[config.mk]
export PLATFORM = sky130hd
export DESIGN_NAME = cpuTop
export DESIGN_NICKNAME = d
export VERILOG_FILES = /design/src/design/cpuPkg.sv /design/src/design/alu.sv /design/src/design/registerFile.sv /design/src/design/dataPath.sv /design/src/design/controlUnit.sv /design/src/design/cpuTop.sv
export SDC_FILE = /design/constraint.sdc
export NUM_CORES = 2
export LEC_CHECK = 0
export BUFFER_PORTS_ARGS = -buffer_cell sky130_fd_sc_hd__buf_4
export CORE_MARGIN = 1.5
export CORE_UTILIZATION = 47
export CTS_BUF_LIST = sky130_fd_sc_hd__clkbuf_4
export DETAILED_ROUTE_END_ITERATION = 8
export GPL_TIMING_DRIVEN = 0
export PLACE_DENSITY = 0.63
export SETUP_SLACK_MARGIN = 0.5
export SLEW_MARGIN = 5
export SYNTH_ARGS = -nofsm -noshare
export SYNTH_HDL_FRONTEND = slang
export SYNTH_SLANG_ARGS = --single-unit
[constraint.sdc]
create_clock -name clock -period 21.7 [get_ports clock]
set_clock_uncertainty 0.05 [all_clocks]
set_input_delay 1.085 -clock clock [delete_from_list [all_inputs] [get_ports clock]]
set_output_delay 1.085 -clock clock [all_outputs]
set_load 0.01 [all_outputs]
[src/design/cpuPkg.sv]
package cpuPkg;

	// ----------------------------------------
	// Widths and basic words
	// ----------------------------------------
	localparam int unsigned wordWidth = 32;
	localparam int unsigned regAddrWidth = 5;

	typedef logic [wordWidth-1:0] word_t;
	typedef logic [regAddrWidth-1:0] regAddr_t;

	localparam word_t resetVector = '0;

	// ----------------------------------------
	// Opcode and funct codes
	// ----------------------------------------
	localparam logic [5:0] opR = 6'h00;
	localparam logic [5:0] opAddi = 6'h08;
	localparam logic [5:0] opAddiu = 6'h09;
	localparam logic [5:0] opSlti = 6'h0a;
	localparam logic [5:0] opLui = 6'h0f;
	localparam logic [5:0] opLw = 6'h23;
	localparam logic [5:0] opSw = 6'h2b;
	localparam logic [5:0] opBeq = 6'h04;
	localparam logic [5:0] opBne = 6'h05;
	localparam logic [5:0] opJ = 6'h02;

	localparam logic [5:0] functAdd = 6'h20;
	localparam logic [5:0] functSub = 6'h22;
	localparam logic [5:0] functAnd = 6'h24;
	localparam logic [5:0] functSlt = 6'h2a;
	localparam logic [5:0] functBreak = 6'h0d;

	// ----------------------------------------
	// ALU and instruction word
	// ----------------------------------------
	typedef enum logic [1:0] {aluAdd, aluSub, aluAnd, aluSlt} aluOp_t;

	typedef struct packed {
		logic zero;
		logic lessThan;
	} aluFlags_t;

	typedef struct packed {
		logic [5:0] opcode;
		regAddr_t rs;
		regAddr_t rt;
		regAddr_t rd;
		logic [4:0] shamt;
		logic [5:0] funct;
	} rFields_t;

	typedef struct packed {
		logic [5:0] opcode;
		regAddr_t rs;
		regAddr_t rt;
		logic [15:0] imm16;
	} iFields_t;

	typedef union packed {
		rFields_t rFields;
		iFields_t iFields; // Low 26 bits double as jump target
	} instrWord_t;

	// ----------------------------------------
	// Datapath steering
	// ----------------------------------------
	typedef enum logic {srcAPc, srcARegA} srcA_t;
	typedef enum logic [1:0] {srcBRegB, srcBFour, srcBImm, srcBImmShift} srcB_t;
	typedef enum logic [1:0] {pcAluResult, pcAluOut, pcJump} pcSrc_t;
	typedef enum logic [2:0] {wbAluOut, wbMdr, wbUpperImm, wbOne, wbZero} wbSrc_t;
	typedef enum logic {addrPc, addrAluOut} addrSrc_t;

	typedef struct packed {
		logic pcWrite;
		logic irWrite;
		logic aWrite;
		logic bWrite;
		logic aluOutWrite;
		logic mdrWrite;
		logic regWrite;
		logic regDstRd; // Rd for R-type, else rt
		aluOp_t aluOp;
		srcA_t srcA;
		srcB_t srcB;
		pcSrc_t pcSrc;
		wbSrc_t wbSrc;
		addrSrc_t addrSrc;
	} ctrlSignals_t;

	typedef struct packed {
		logic cyc;
		logic stb;
		logic we;
		word_t adr;
		word_t datW;
	} wbRequest_t;

	typedef enum logic [4:0] {
		stReset, stFetch, stDecode, stAluR, stAluI, stWriteR, stWriteI, stLui,
		stJump, stBranch, stMemAddr, stMemRead, stMemWrite, stLoadWrite, stHalt
	} state_t;

endpackage

[src/design/alu.sv]
`timescale 1ns/1ps

module alu (
	input cpuPkg::word_t a,
	input cpuPkg::word_t b,
	input cpuPkg::aluOp_t op,
	output cpuPkg::word_t result,
	output cpuPkg::aluFlags_t flags
);

	logic lessThan;

	assign lessThan = $signed(a) < $signed(b);

	always_comb begin
		case (op)
			cpuPkg::aluAdd: result = a + b; // Wraps, no overflow trap
			cpuPkg::aluSub: result = a - b;
			cpuPkg::aluAnd: result = a & b;
			cpuPkg::aluSlt: result = {{(cpuPkg::wordWidth-1){1'b0}}, lessThan};
			default: result = a + b;
		endcase
	end

	assign flags.zero = result == '0;
	assign flags.lessThan = lessThan; // Signed compare of the operands

endmodule

[src/design/registerFile.sv]
`timescale 1ns/1ps

module registerFile (
	input logic clock,
	input logic reset,
	input cpuPkg::regAddr_t readAddrA,
	input cpuPkg::regAddr_t readAddrB,
	input cpuPkg::regAddr_t writeAddr,
	input logic writeEnable,
	input cpuPkg::word_t writeData,
	output cpuPkg::word_t readDataA,
	output cpuPkg::word_t readDataB
);

	localparam int unsigned regCount = 2 ** cpuPkg::regAddrWidth;

	cpuPkg::word_t regs [regCount];

	always_ff @(posedge clock) begin
		if (reset) begin
			for (int i = 0; i < regCount; i++) begin
				regs[i] <= '0;
			end
		end else if (writeEnable && writeAddr != '0) begin // $zero stays zero
			regs[writeAddr] <= writeData;
		end
	end

	assign readDataA = regs[readAddrA];
	assign readDataB = regs[readAddrB];

endmodule

[src/design/dataPath.sv]
`timescale 1ns/1ps

module dataPath (
	input logic clock,
	input logic reset,
	input cpuPkg::ctrlSignals_t control,
	input cpuPkg::word_t datR,
	output cpuPkg::instrWord_t instr,
	output cpuPkg::aluFlags_t flags,
	output cpuPkg::word_t adr,
	output cpuPkg::word_t datW
);

	cpuPkg::word_t pc;
	cpuPkg::instrWord_t ir;
	cpuPkg::word_t regA;
	cpuPkg::word_t regB;
	cpuPkg::word_t aluOut;
	cpuPkg::word_t mdr;

	cpuPkg::word_t readDataA;
	cpuPkg::word_t readDataB;
	cpuPkg::word_t aluA;
	cpuPkg::word_t aluB;
	cpuPkg::word_t aluResult;
	cpuPkg::word_t nextPc;
	cpuPkg::word_t writeData;
	cpuPkg::regAddr_t writeAddr;

	cpuPkg::word_t immExt;
	cpuPkg::word_t immShift;
	cpuPkg::word_t upperImm;
	cpuPkg::word_t jumpTarget;

	// ----------------------------------------
	// Architectural registers
	// ----------------------------------------
	always_ff @(posedge clock) begin
		if (reset) begin
			pc <= cpuPkg::resetVector;
		end else if (control.pcWrite) begin
			pc <= nextPc;
		end
	end

	always_ff @(posedge clock) begin
		if (control.irWrite) ir <= datR;
		if (control.mdrWrite) mdr <= datR;
		if (control.aWrite) regA <= readDataA;
		if (control.bWrite) regB <= readDataB;
		if (control.aluOutWrite) aluOut <= aluResult;
	end

	// ----------------------------------------
	// Immediates and muxes
	// ----------------------------------------
	assign immExt = {{16{ir.iFields.imm16[15]}}, ir.iFields.imm16};
	assign immShift = immExt << 2;
	assign upperImm = {ir.iFields.imm16, 16'h0000};
	assign jumpTarget = {pc[31:28], ir.iFields.rs, ir.iFields.rt, ir.iFields.imm16, 2'b00};

	assign aluA = (control.srcA == cpuPkg::srcAPc) ? pc : regA;

	always_comb begin
		case (control.srcB)
			cpuPkg::srcBRegB: aluB = regB;
			cpuPkg::srcBFour: aluB = 32'd4;
			cpuPkg::srcBImm: aluB = immExt;
			default: aluB = immShift; // Branch offset
		endcase
	end

	always_comb begin
		case (control.pcSrc)
			cpuPkg::pcAluResult: nextPc = aluResult;
			cpuPkg::pcAluOut: nextPc = aluOut;
			default: nextPc = jumpTarget;
		endcase
	end

	always_comb begin
		case (control.wbSrc)
			cpuPkg::wbAluOut: writeData = aluOut;
			cpuPkg::wbMdr: writeData = mdr;
			cpuPkg::wbUpperImm: writeData = upperImm;
			cpuPkg::wbOne: writeData = 32'd1;
			default: writeData = '0;
		endcase
	end

	assign writeAddr = control.regDstRd ? ir.rFields.rd : ir.iFields.rt;

	alu aluInst (
		.a(aluA),
		.b(aluB),
		.op(control.aluOp),
		.result(aluResult),
		.flags(flags)
	);

	registerFile regFile (
		.clock(clock),
		.reset(reset),
		.readAddrA(ir.iFields.rs),
		.readAddrB(ir.iFields.rt),
		.writeAddr(writeAddr),
		.writeEnable(control.regWrite),
		.writeData(writeData),
		.readDataA(readDataA),
		.readDataB(readDataB)
	);

	assign instr = ir;
	assign adr = (control.addrSrc == cpuPkg::addrPc) ? pc : aluOut;
	assign datW = regB;

endmodule

[src/design/controlUnit.sv]
`timescale 1ns/1ps

module controlUnit (
	input logic clock,
	input logic reset,
	input cpuPkg::instrWord_t instr,
	input cpuPkg::aluFlags_t flags,
	input logic ack,
	output cpuPkg::ctrlSignals_t control,
	output logic cyc,
	output logic stb,
	output logic we,
	output logic halted
);

	cpuPkg::state_t state;
	cpuPkg::state_t nextState;
	cpuPkg::aluOp_t execOp;
	logic busState;
	logic ackSeen;
	logic ackTaken;
	logic isSlt;

	function automatic cpuPkg::aluOp_t aluOpFor(input cpuPkg::instrWord_t i);
		cpuPkg::aluOp_t op;
		op = cpuPkg::aluAdd;
		if (i.rFields.opcode == cpuPkg::opR) begin
			case (i.rFields.funct)
				cpuPkg::functSub: op = cpuPkg::aluSub;
				cpuPkg::functAnd: op = cpuPkg::aluAnd;
				cpuPkg::functSlt: op = cpuPkg::aluSlt;
				default: op = cpuPkg::aluAdd;
			endcase
		end else if (i.iFields.opcode == cpuPkg::opSlti) begin
			op = cpuPkg::aluSlt;
		end
		return op;
	endfunction

	assign execOp = aluOpFor(instr);
	assign isSlt = execOp == cpuPkg::aluSlt;

	// ----------------------------------------
	// Wishbone strobes
	// ----------------------------------------
	assign busState = state == cpuPkg::stFetch || state == cpuPkg::stMemRead
		|| state == cpuPkg::stMemWrite;
	assign cyc = busState && !ackSeen; // Gap cycle after every ack
	assign stb = cyc;
	assign we = cyc && state == cpuPkg::stMemWrite;
	assign ackTaken = stb && ack;
	assign halted = state == cpuPkg::stHalt;

	always_ff @(posedge clock) begin
		if (reset) begin
			state <= cpuPkg::stReset;
			ackSeen <= 1'b0;
		end else begin
			state <= nextState;
			ackSeen <= ackTaken;
		end
	end

	always_comb begin
		nextState = state;
		case (state)
			cpuPkg::stReset: nextState = cpuPkg::stFetch;
			cpuPkg::stFetch: if (ackTaken) nextState = cpuPkg::stDecode;
			cpuPkg::stDecode: begin
				case (instr.rFields.opcode)
					cpuPkg::opR: begin
						case (instr.rFields.funct)
							cpuPkg::functAdd, cpuPkg::functSub, cpuPkg::functAnd,
							cpuPkg::functSlt: nextState = cpuPkg::stAluR;
							default: nextState = cpuPkg::stHalt; // Break and unknown funct
						endcase
					end
					cpuPkg::opAddi, cpuPkg::opAddiu, cpuPkg::opSlti: nextState = cpuPkg::stAluI;
					cpuPkg::opLui: nextState = cpuPkg::stLui;
					cpuPkg::opLw, cpuPkg::opSw: nextState = cpuPkg::stMemAddr;
					cpuPkg::opBeq, cpuPkg::opBne: nextState = cpuPkg::stBranch;
					cpuPkg::opJ: nextState = cpuPkg::stJump;
					default: nextState = cpuPkg::stHalt;
				endcase
			end
			cpuPkg::stAluR: nextState = cpuPkg::stWriteR;
			cpuPkg::stAluI: nextState = cpuPkg::stWriteI;
			cpuPkg::stMemAddr: begin
				if (instr.iFields.opcode == cpuPkg::opLw) nextState = cpuPkg::stMemRead;
				else nextState = cpuPkg::stMemWrite;
			end
			cpuPkg::stMemRead: if (ackTaken) nextState = cpuPkg::stLoadWrite;
			cpuPkg::stMemWrite: if (ackTaken) nextState = cpuPkg::stFetch;
			cpuPkg::stHalt: nextState = cpuPkg::stHalt; // Until reset
			default: nextState = cpuPkg::stFetch;
		endcase
	end

	// ----------------------------------------
	// Control word per state
	// ----------------------------------------
	always_comb begin
		control = '0;
		case (state)
			cpuPkg::stFetch: begin
				control.srcB = cpuPkg::srcBFour;
				control.pcWrite = ackTaken;
				control.irWrite = ackTaken;
			end
			cpuPkg::stDecode: begin
				control.aWrite = 1'b1;
				control.bWrite = 1'b1;
				control.srcB = cpuPkg::srcBImmShift; // Branch target into ALUOut
				control.aluOutWrite = 1'b1;
			end
			cpuPkg::stAluR, cpuPkg::stAluI, cpuPkg::stWriteR, cpuPkg::stWriteI: begin
				control.srcA = cpuPkg::srcARegA;
				control.aluOp = execOp;
				if (state == cpuPkg::stAluR || state == cpuPkg::stWriteR) begin
					control.srcB = cpuPkg::srcBRegB;
				end else begin
					control.srcB = cpuPkg::srcBImm;
				end
				if (state == cpuPkg::stAluR || state == cpuPkg::stAluI) begin
					control.aluOutWrite = 1'b1;
				end else begin
					control.regWrite = 1'b1;
					control.regDstRd = state == cpuPkg::stWriteR;
					if (isSlt) control.wbSrc = flags.lessThan ? cpuPkg::wbOne : cpuPkg::wbZero;
					else control.wbSrc = cpuPkg::wbAluOut;
				end
			end
			cpuPkg::stLui: begin
				control.regWrite = 1'b1;
				control.wbSrc = cpuPkg::wbUpperImm;
			end
			cpuPkg::stJump: begin
				control.pcWrite = 1'b1;
				control.pcSrc = cpuPkg::pcJump;
			end
			cpuPkg::stBranch: begin
				control.srcA = cpuPkg::srcARegA;
				control.srcB = cpuPkg::srcBRegB;
				control.aluOp = cpuPkg::aluSub;
				control.pcSrc = cpuPkg::pcAluOut;
				if (instr.iFields.opcode == cpuPkg::opBeq) control.pcWrite = flags.zero;
				else control.pcWrite = !flags.zero;
			end
			cpuPkg::stMemAddr: begin
				control.srcA = cpuPkg::srcARegA;
				control.srcB = cpuPkg::srcBImm;
				control.aluOutWrite = 1'b1;
			end
			cpuPkg::stMemRead: begin
				control.addrSrc = cpuPkg::addrAluOut;
				control.mdrWrite = ackTaken;
			end
			cpuPkg::stMemWrite: control.addrSrc = cpuPkg::addrAluOut;
			cpuPkg::stLoadWrite: begin
				control.regWrite = 1'b1;
				control.wbSrc = cpuPkg::wbMdr;
			end
			default: control = '0;
		endcase
	end

endmodule

[src/design/cpuTop.sv]
`timescale 1ns/1ps

module cpuTop (
	input logic clock,
	input logic reset,
	output cpuPkg::wbRequest_t bus,
	input logic ack,
	input cpuPkg::word_t datR,
	output logic halted
);

	cpuPkg::ctrlSignals_t control;
	cpuPkg::instrWord_t instr;
	cpuPkg::aluFlags_t flags;

	controlUnit ctrl (
		.clock(clock),
		.reset(reset),
		.instr(instr),
		.flags(flags),
		.ack(ack),
		.control(control),
		.cyc(bus.cyc),
		.stb(bus.stb),
		.we(bus.we),
		.halted(halted)
	);

	dataPath path (
		.clock(clock),
		.reset(reset),
		.control(control),
		.datR(datR),
		.instr(instr),
		.flags(flags),
		.adr(bus.adr),
		.datW(bus.datW)
	);

endmodule

* Word-level counts from Yosys, hierarchy flattened
Memories as Yosys holds them, arrays and structs flattened. A register that Yosys moved wholly into a read port is not among the register bits. Cells that the tools add are included.
Storage, ports and cells: RAM bits 1024, input bits 35, bits in latches 0, register bits after elaboration 134, output and inout port bits 68, memories 1, logic and storage cells 127, ROM bits 0
Memories:
- path.regFile.regs | words 32, width 32, read ports 2, clocked after memory_dff 2, wr ports 32, RTL line registerFile.sv:17 | cpuPkg::word_t regs [regCount];
Cells by class: reductions and logical operators 30, equal/unequal tests 40, shift operators 0, div/mod/pow operators 0, bitwise gates (word level) 1, magnitude comparators 1, muxes and demuxes 45, $mul 0, $add $sub $neg 2
Operators by type and width (count):
- $pmux 32 s4 | 2
- $mux 32 | 3
- $pmux 32 s3 | 1
- $pmux 32 s2 | 1
- $pmux 5 s8 | 1
- $eq 6x6->1 const B | 6
- $eq 5x4->1 const B | 7
- $add 32x32->32 | 1
- $and 32x32->32 | 1
- $logic_not 32->1 | 1
- $lt 32x32->1 | 1
- $reduce_or 32->1 | 1
- $sub 32x32->32 | 1
- $mux 5 | 5
- $eq 6x4->1 const B | 4
- $pmux 4 s6 | 1
- $eq 5x3->1 const B | 4
- $mux 1 | 13
- $eq 6x3->1 const B | 2
- $mux 3 | 4
- $eq 5x2->1 const B | 2
- $mux 2 | 5
- $reduce_or 2->1 | 5
- $pmux 3 s3 | 1
- other kinds (26) | 46

* Logic depth before layout (Yosys ltp)
depth after elaboration 14, depth in mapped cells 26, mapped depth without buffers 22

* Cells and area by module
A second synthesis with hierarchy kept.
Unflattened totals: cell total of the unflattened synthesis 5998, area total of the unflattened synthesis 69784.4 µm²
By module, submodules not included:
- registerFile | times used 1, area each 55886.1 µm², seq. area each 30749.5 µm², cells each 4605
- dataPath | times used 1, area each 8605.8 µm², seq. area each 5445.2 µm², cells each 592
- alu | times used 1, area each 4310.4 µm², seq. area each 0.0 µm², cells each 654
- controlUnit | times used 1, area each 982.2 µm², seq. area each 100.1 µm², cells each 147

* Least setup slack after synthesis
No wires, ideal clock.
path kind reg2reg, start register ctrl.state[1], end register path.pc[15], data arrival time 7762 ps, required time 21554 ps, slack 13792 ps, buffers on the path 4, cell stages (with the launch flop) 24, setup time 96 ps, period minus slack after synthesis 7908 ps, path through dfxtp_1 buf_1 nand2b_1 or3_1 inv_2 clkbuf_1 a222oi_1 inv_1 ha_1 clkbuf_1 or2_2 a221o_1 a2111oi_0 nor4_1 a221o_1 a22o_1 or4b_1 nor4_1 nand4_1 o31a_1 o21ai_2 nand2_4 buf_6 o41ai_2
Between the ends: longest elaborated chain between the ends 12, elaborated cells between the ends (all ways) 44, those cells by class 2 x add/sub; 1 x order compare; 17 x eq/ne; 11 x mux; 1 x bitwise; 12 x reduce/logical
RTL lines:
- start: declaration | RTL line controlUnit.sv:16 | cpuPkg::state_t state;
- start signal: assignment | RTL line controlUnit.sv:56 | state <= cpuPkg::stReset;
- start signal: assignment | RTL line controlUnit.sv:59 | state <= nextState;
- $eq 5x2->1 or $eq 5x3->1 (tied branches) | RTL line controlUnit.sv:104, controlUnit.sv:119
- $logic_or 1x1->1 | RTL line controlUnit.sv:119 | if (state == cpuPkg::stAluR || state == cpuPkg::stWriteR) begin
- $mux 2 | RTL line controlUnit.sv:119
- $pmux 2 s4 | RTL line controlUnit.sv:104 | case (state)
- $eq 2x2->1, or another cell as far along | RTL line dataPath.sv:65 | case (control.srcB)
- $pmux 32 s3 | RTL line dataPath.sv:65
- $sub 32x32->32, or another cell as far along | RTL line alu.sv:18 | cpuPkg::aluSub: result = a - b;
- $pmux 32 s4 * | RTL line alu.sv:16 | case (op)
- net path.aluInst.result[13] | RTL line alu.sv:7 | output cpuPkg::word_t result,
- $logic_not 32->1 * | RTL line alu.sv:25 | assign flags.zero = result == '0;
- $logic_not 1->1 | RTL line controlUnit.sv:147 | else control.pcWrite = !flags.zero;
- $mux 1 * | RTL line controlUnit.sv:146 | if (instr.iFields.opcode == cpuPkg::opBeq) control.pcWrite = flags.zero;
- $pmux 1 s3 * | RTL line controlUnit.sv:104
- end signal: assignment | RTL line dataPath.sv:40 | pc <= cpuPkg::resetVector;
- end signal: assignment | RTL line dataPath.sv:42 | pc <= nextPc;
- end: declaration | RTL line dataPath.sv:14 | cpuPkg::word_t pc;
Mark *: on every way through the listed nets, which the timed path passes. The rest lies on a longest branch. A chain may end at the register's enable or synchronous reset.

* Worst setup path after layout
start register ctrl.state[3], end register path.pc[23]
Same word-level chain as after synthesis.

==> run_results.csv <==
group,metric,value,unit
setup_path,max_stage_delay,900,ps
clock_network,clk_pin_slew_worst_paths,60,ps
clock_network,numCtsBuffers,327,
grt,grt_use_total,35.1,%
floorplanning,die_y,375,um
worst_hold_path,hp-class,"in2reg",
timing,timing.final.hold_violations,0,
setup_path,cp-start-kind,"flip-flop",
synthesis,synth_cell_type_count,87,
synthesis,yosysSeqAreaShare,55.9,%
clock_network,hold_buffers,32,
timing,worst_slew_pin_slew,1560,ps
setup_path,r2r_setup_slack,11950,ps
route,drtPass1Iterations,9,
cells_and_area,final_cells,7152,
setup_path,critPathMaxFanout,10,
timing,period_minus_slack,9750,ps
placed_design,post-dp-hpwl,186000,um
setup_path,critPathLaunch,"ctrl.state[3]$_SDFFE_PP0P_",
power_and_ir_drop,p_leak,25.7,nW
floorplanning,start_util,47.3,%
synthesis,synth.ff_latch_count,1221,
floorplanning,die_x,375,um
setup_path,required,22820,ps
grt,overflow,0,
floorplanning,row_count,136,
route,wirelength,248000,um
synthesis,avgSynthCellArea,14.1,sq um
synthesis,yosys_warnings,0,
timing,final-setup-viol-count,0,
timing,tns,0,ps
grt,first_global_vias,47800,
setup_path,crit_path_end_kind,"flip-flop",
synthesis,synth_edf_count,1184,
cells_and_area,area_delta_synth_final,12.7,%
route,initialDrtViolationCount,6980,
clock_network,cts_setup_buffers,0,
setup_path,crit_type,"reg2reg",
clock_network,cts_tree,"built",
status,status,"complete, but fails checks",
timing,max_freq,103,MHz
route,num_vias,47700,
synthesis,synthesis.instances,4612,
timing,hold_ws,321,ps
status,violations,"capacitance limit, slew limit",
setup_path,crit_end,"path.pc[23]$_SDFFE_PP0P_",
placed_design,place.gp.congestion,0.964,
setup_path,crit_top_cell,"clkbuf_1",
setup_path,r2r-end,"path.pc[23]$_SDFFE_PP0P_",
timing,slew_violations,37,
setup_path,r2r_cells,25,
timing,maxSlewHeadroom,-4.02,%
clock_network,clock_latency,1270,ps
grt,grt_pass1_wl,343000,um
run,drv_cap,3,
route,viasPerCell,6.66,
clock_network,cts_buffer_depth,4,
clock_network,clock-sinks,1221,
setup_path,slowest_stage,"a2111oi_0",
route,wl_per_cell,34.6,um
route,ant_nets,0,
synthesis,synthesis.area,65000,sq um
setup_path,critical_path_arrival,10870,ps
cells_and_area,final_util,53.3,%
synthesis,synth-async-reset-ratio,0,%
power_and_ir_drop,ir_drop,59.0,uV
worst_hold_path,hold_start,"ack",
setup_path,crit-reg2reg-launch,"ctrl.state[3]$_SDFFE_PP0P_",
clock_network,cts_root_buffer,"clkbuf_4",
floorplanning,design.core.area,137000,sq um
floorplanning,die_area,140000,sq um
clock_network,h-tree-depth,5,
timing,rsz0062_at_grt,"no",
cells_and_area,nNetsFinal,5252,
floorplanning,io_pins,103,
cells_and_area,drive_above_1_share,27.6,%
synthesis,ys.flop_type,"edfxtp_1",
clock_network,cts.repair.resized,0,
cells_and_area,fill_cells,11600,
placed_design,io_buffers,101,
placed_design,place_inst,6582,
grt,grt_max_degree,48,
route,drc,0,
grt,grt_antenna_before_repair,16,
timing,fin_crit_sh,44.9,%
power_and_ir_drop,power_density,95.4,nW/um^2
cell families after synthesis:
kind of cell,Yosys count,synth area share (%)
AO/OA/AOI/OAI,524,5.76
XOR/XNOR,19,0.256
adder cells (fa/ha/maj),66,1.29
buffers and inverters,545,3.20
flip-flops,1221,55.9
multiplexers,783,24.6
other,1,0.00577
AND/OR/NAND/NOR,1453,9.00
power by group:
part | switching [W] | internal (W) | total, W
Combinational | 0.00145 | 0.000706 | 0.00216
Clock | 0.000976 | 0.00101 | 0.00198
Sequential | 0.000100 | 0.00274 | 0.00284
Total | 0.00253 | 0.00445 | 0.00698
per-stage QoR:
stage          worst slack, ps  power (W)  cell area (sq um)
2_1_floorplan            13790    0.00412              65100
3_3_place_gp             10120    0.00493              68100
3_5_place_dp             12340    0.00496              69000
4_1_cts                  12330    0.00691              73100
5_1_grt                  11910    0.00720              73200
6_report                 11950    0.00698              73200
synth_stat cells, types with 30 or more instances:
| cell type | number | share of area (%) |
|---|---|---|
| a211oi_1 | 33 | 0.38 |
| a21oi_1 | 113 | 0.87 |
| a222oi_1 | 31 | 0.48 |
| buf_1 | 58 | 0.34 |
| clkbuf_1 | 377 | 2.2 |
| dfxtp_1 | 37 | 1.1 |
| edfxtp_1 | 1184 | 55 |
| ha_1 | 64 | 1.2 |
| inv_1 | 91 | 0.53 |
| mux2_2 | 113 | 2.0 |
| mux2i_1 | 30 | 0.46 |
| mux4_2 | 640 | 22 |
| nand2_1 | 181 | 1.0 |
| nand3_1 | 32 | 0.25 |
| nor2_1 | 1105 | 6.4 |
| o21ai_0 | 94 | 0.72 |
cell type report:
| type | instances | area [sq um] | area share [%] |
|---|---|---|---|
| clock buffers | 469 | 3520 | 4.81 |
| plain buffers | 450 | 1750 | 2.39 |
| well taps | 1794 | 2240 | 3.07 |
| flip-flops and latches | 1221 | 36300 | 49.6 |
| clock inverters | 58 | 279 | 0.381 |
| multi-input cells | 2877 | 26800 | 36.6 |
| inverters | 95 | 358 | 0.489 |
| diodes | 9 | 22.5 | 0.0308 |
| repair buffers | 179 | 1920 | 2.62 |
flip-flops by register name, indices dropped and copies added (netlist names):
register	flops
ctrl.ackSeen	1
ctrl.state	4
path.aluOut	32
path.datW	32
path.instr	32
path.mdr	32
path.pc	32
path.regA	32
path.regFile.regs	1024
per-layer routing:
metal  track usage [%]  wire (um)  up-vias  part of all wire (%)
li1                  -          -    19200                     -
met1              41.1      81700    24000                    33
met2              56.5     117000     3617                    47
met3              11.3      32100      868                    13
met4              21.3      16800       14                   6.8
met5                 0        106        -                 0.043
placed cells by master (no fill, tap or decap), drive strengths merged, types with 8 or more instances in the layout:
cell type and n:
mux2i 30, nand4 15, nor2 1107, a21oi 114
edfxtp 1184, conb 32, a22oi 23, o211ai 22
clkbuf 855, a211oi 34, o21a 16, a21o 12
ha 64, buf 211, or4 9, a31oi 20
nor4 15, nand2 182, clkinv 54, nand2b 16
nor3 29, dfxtp 37, inv 97, a221o 14
mux4 640, o31ai 17, o21ai 99, o221ai 19
a222oi 31, nand3 32, mux2 113, nor2b 16
diode 9, dlygate4sd3 32, o41ai 18, xnor2 16
a221oi 8
worst min-delay path by stage:
stage | end | slack, ps | depth (start not counted)
global placement | path.pc[13]$_SDFFE_PP0P_ | 420 | 2
CTS | ctrl.ackSeen$_SDFF_PP0_ | 190 | 3
global route | ctrl.ackSeen$_SDFF_PP0_ | 280 | 3
finish | ctrl.ackSeen$_SDFF_PP0_ | 320 | 3
floorplan | path.pc[10]$_SDFFE_PP0P_ | 400 | 2
detailed placement | path.pc[17]$_SDFFE_PP0P_ | 420 | 2
worst max-delay path, delay by kind of cell, from the launching register on:
kind / cells / cell delay (ps)
buffers and inverters: 6 / 2700
adder cells (fa/ha/maj): 1 / 330
AND/OR/NAND/NOR: 8 / 3100
AO/OA/AOI/OAI: 10 / 3210
flip-flops: 1 / 290
Note: power is estimated with default switching activity, not from simulation.
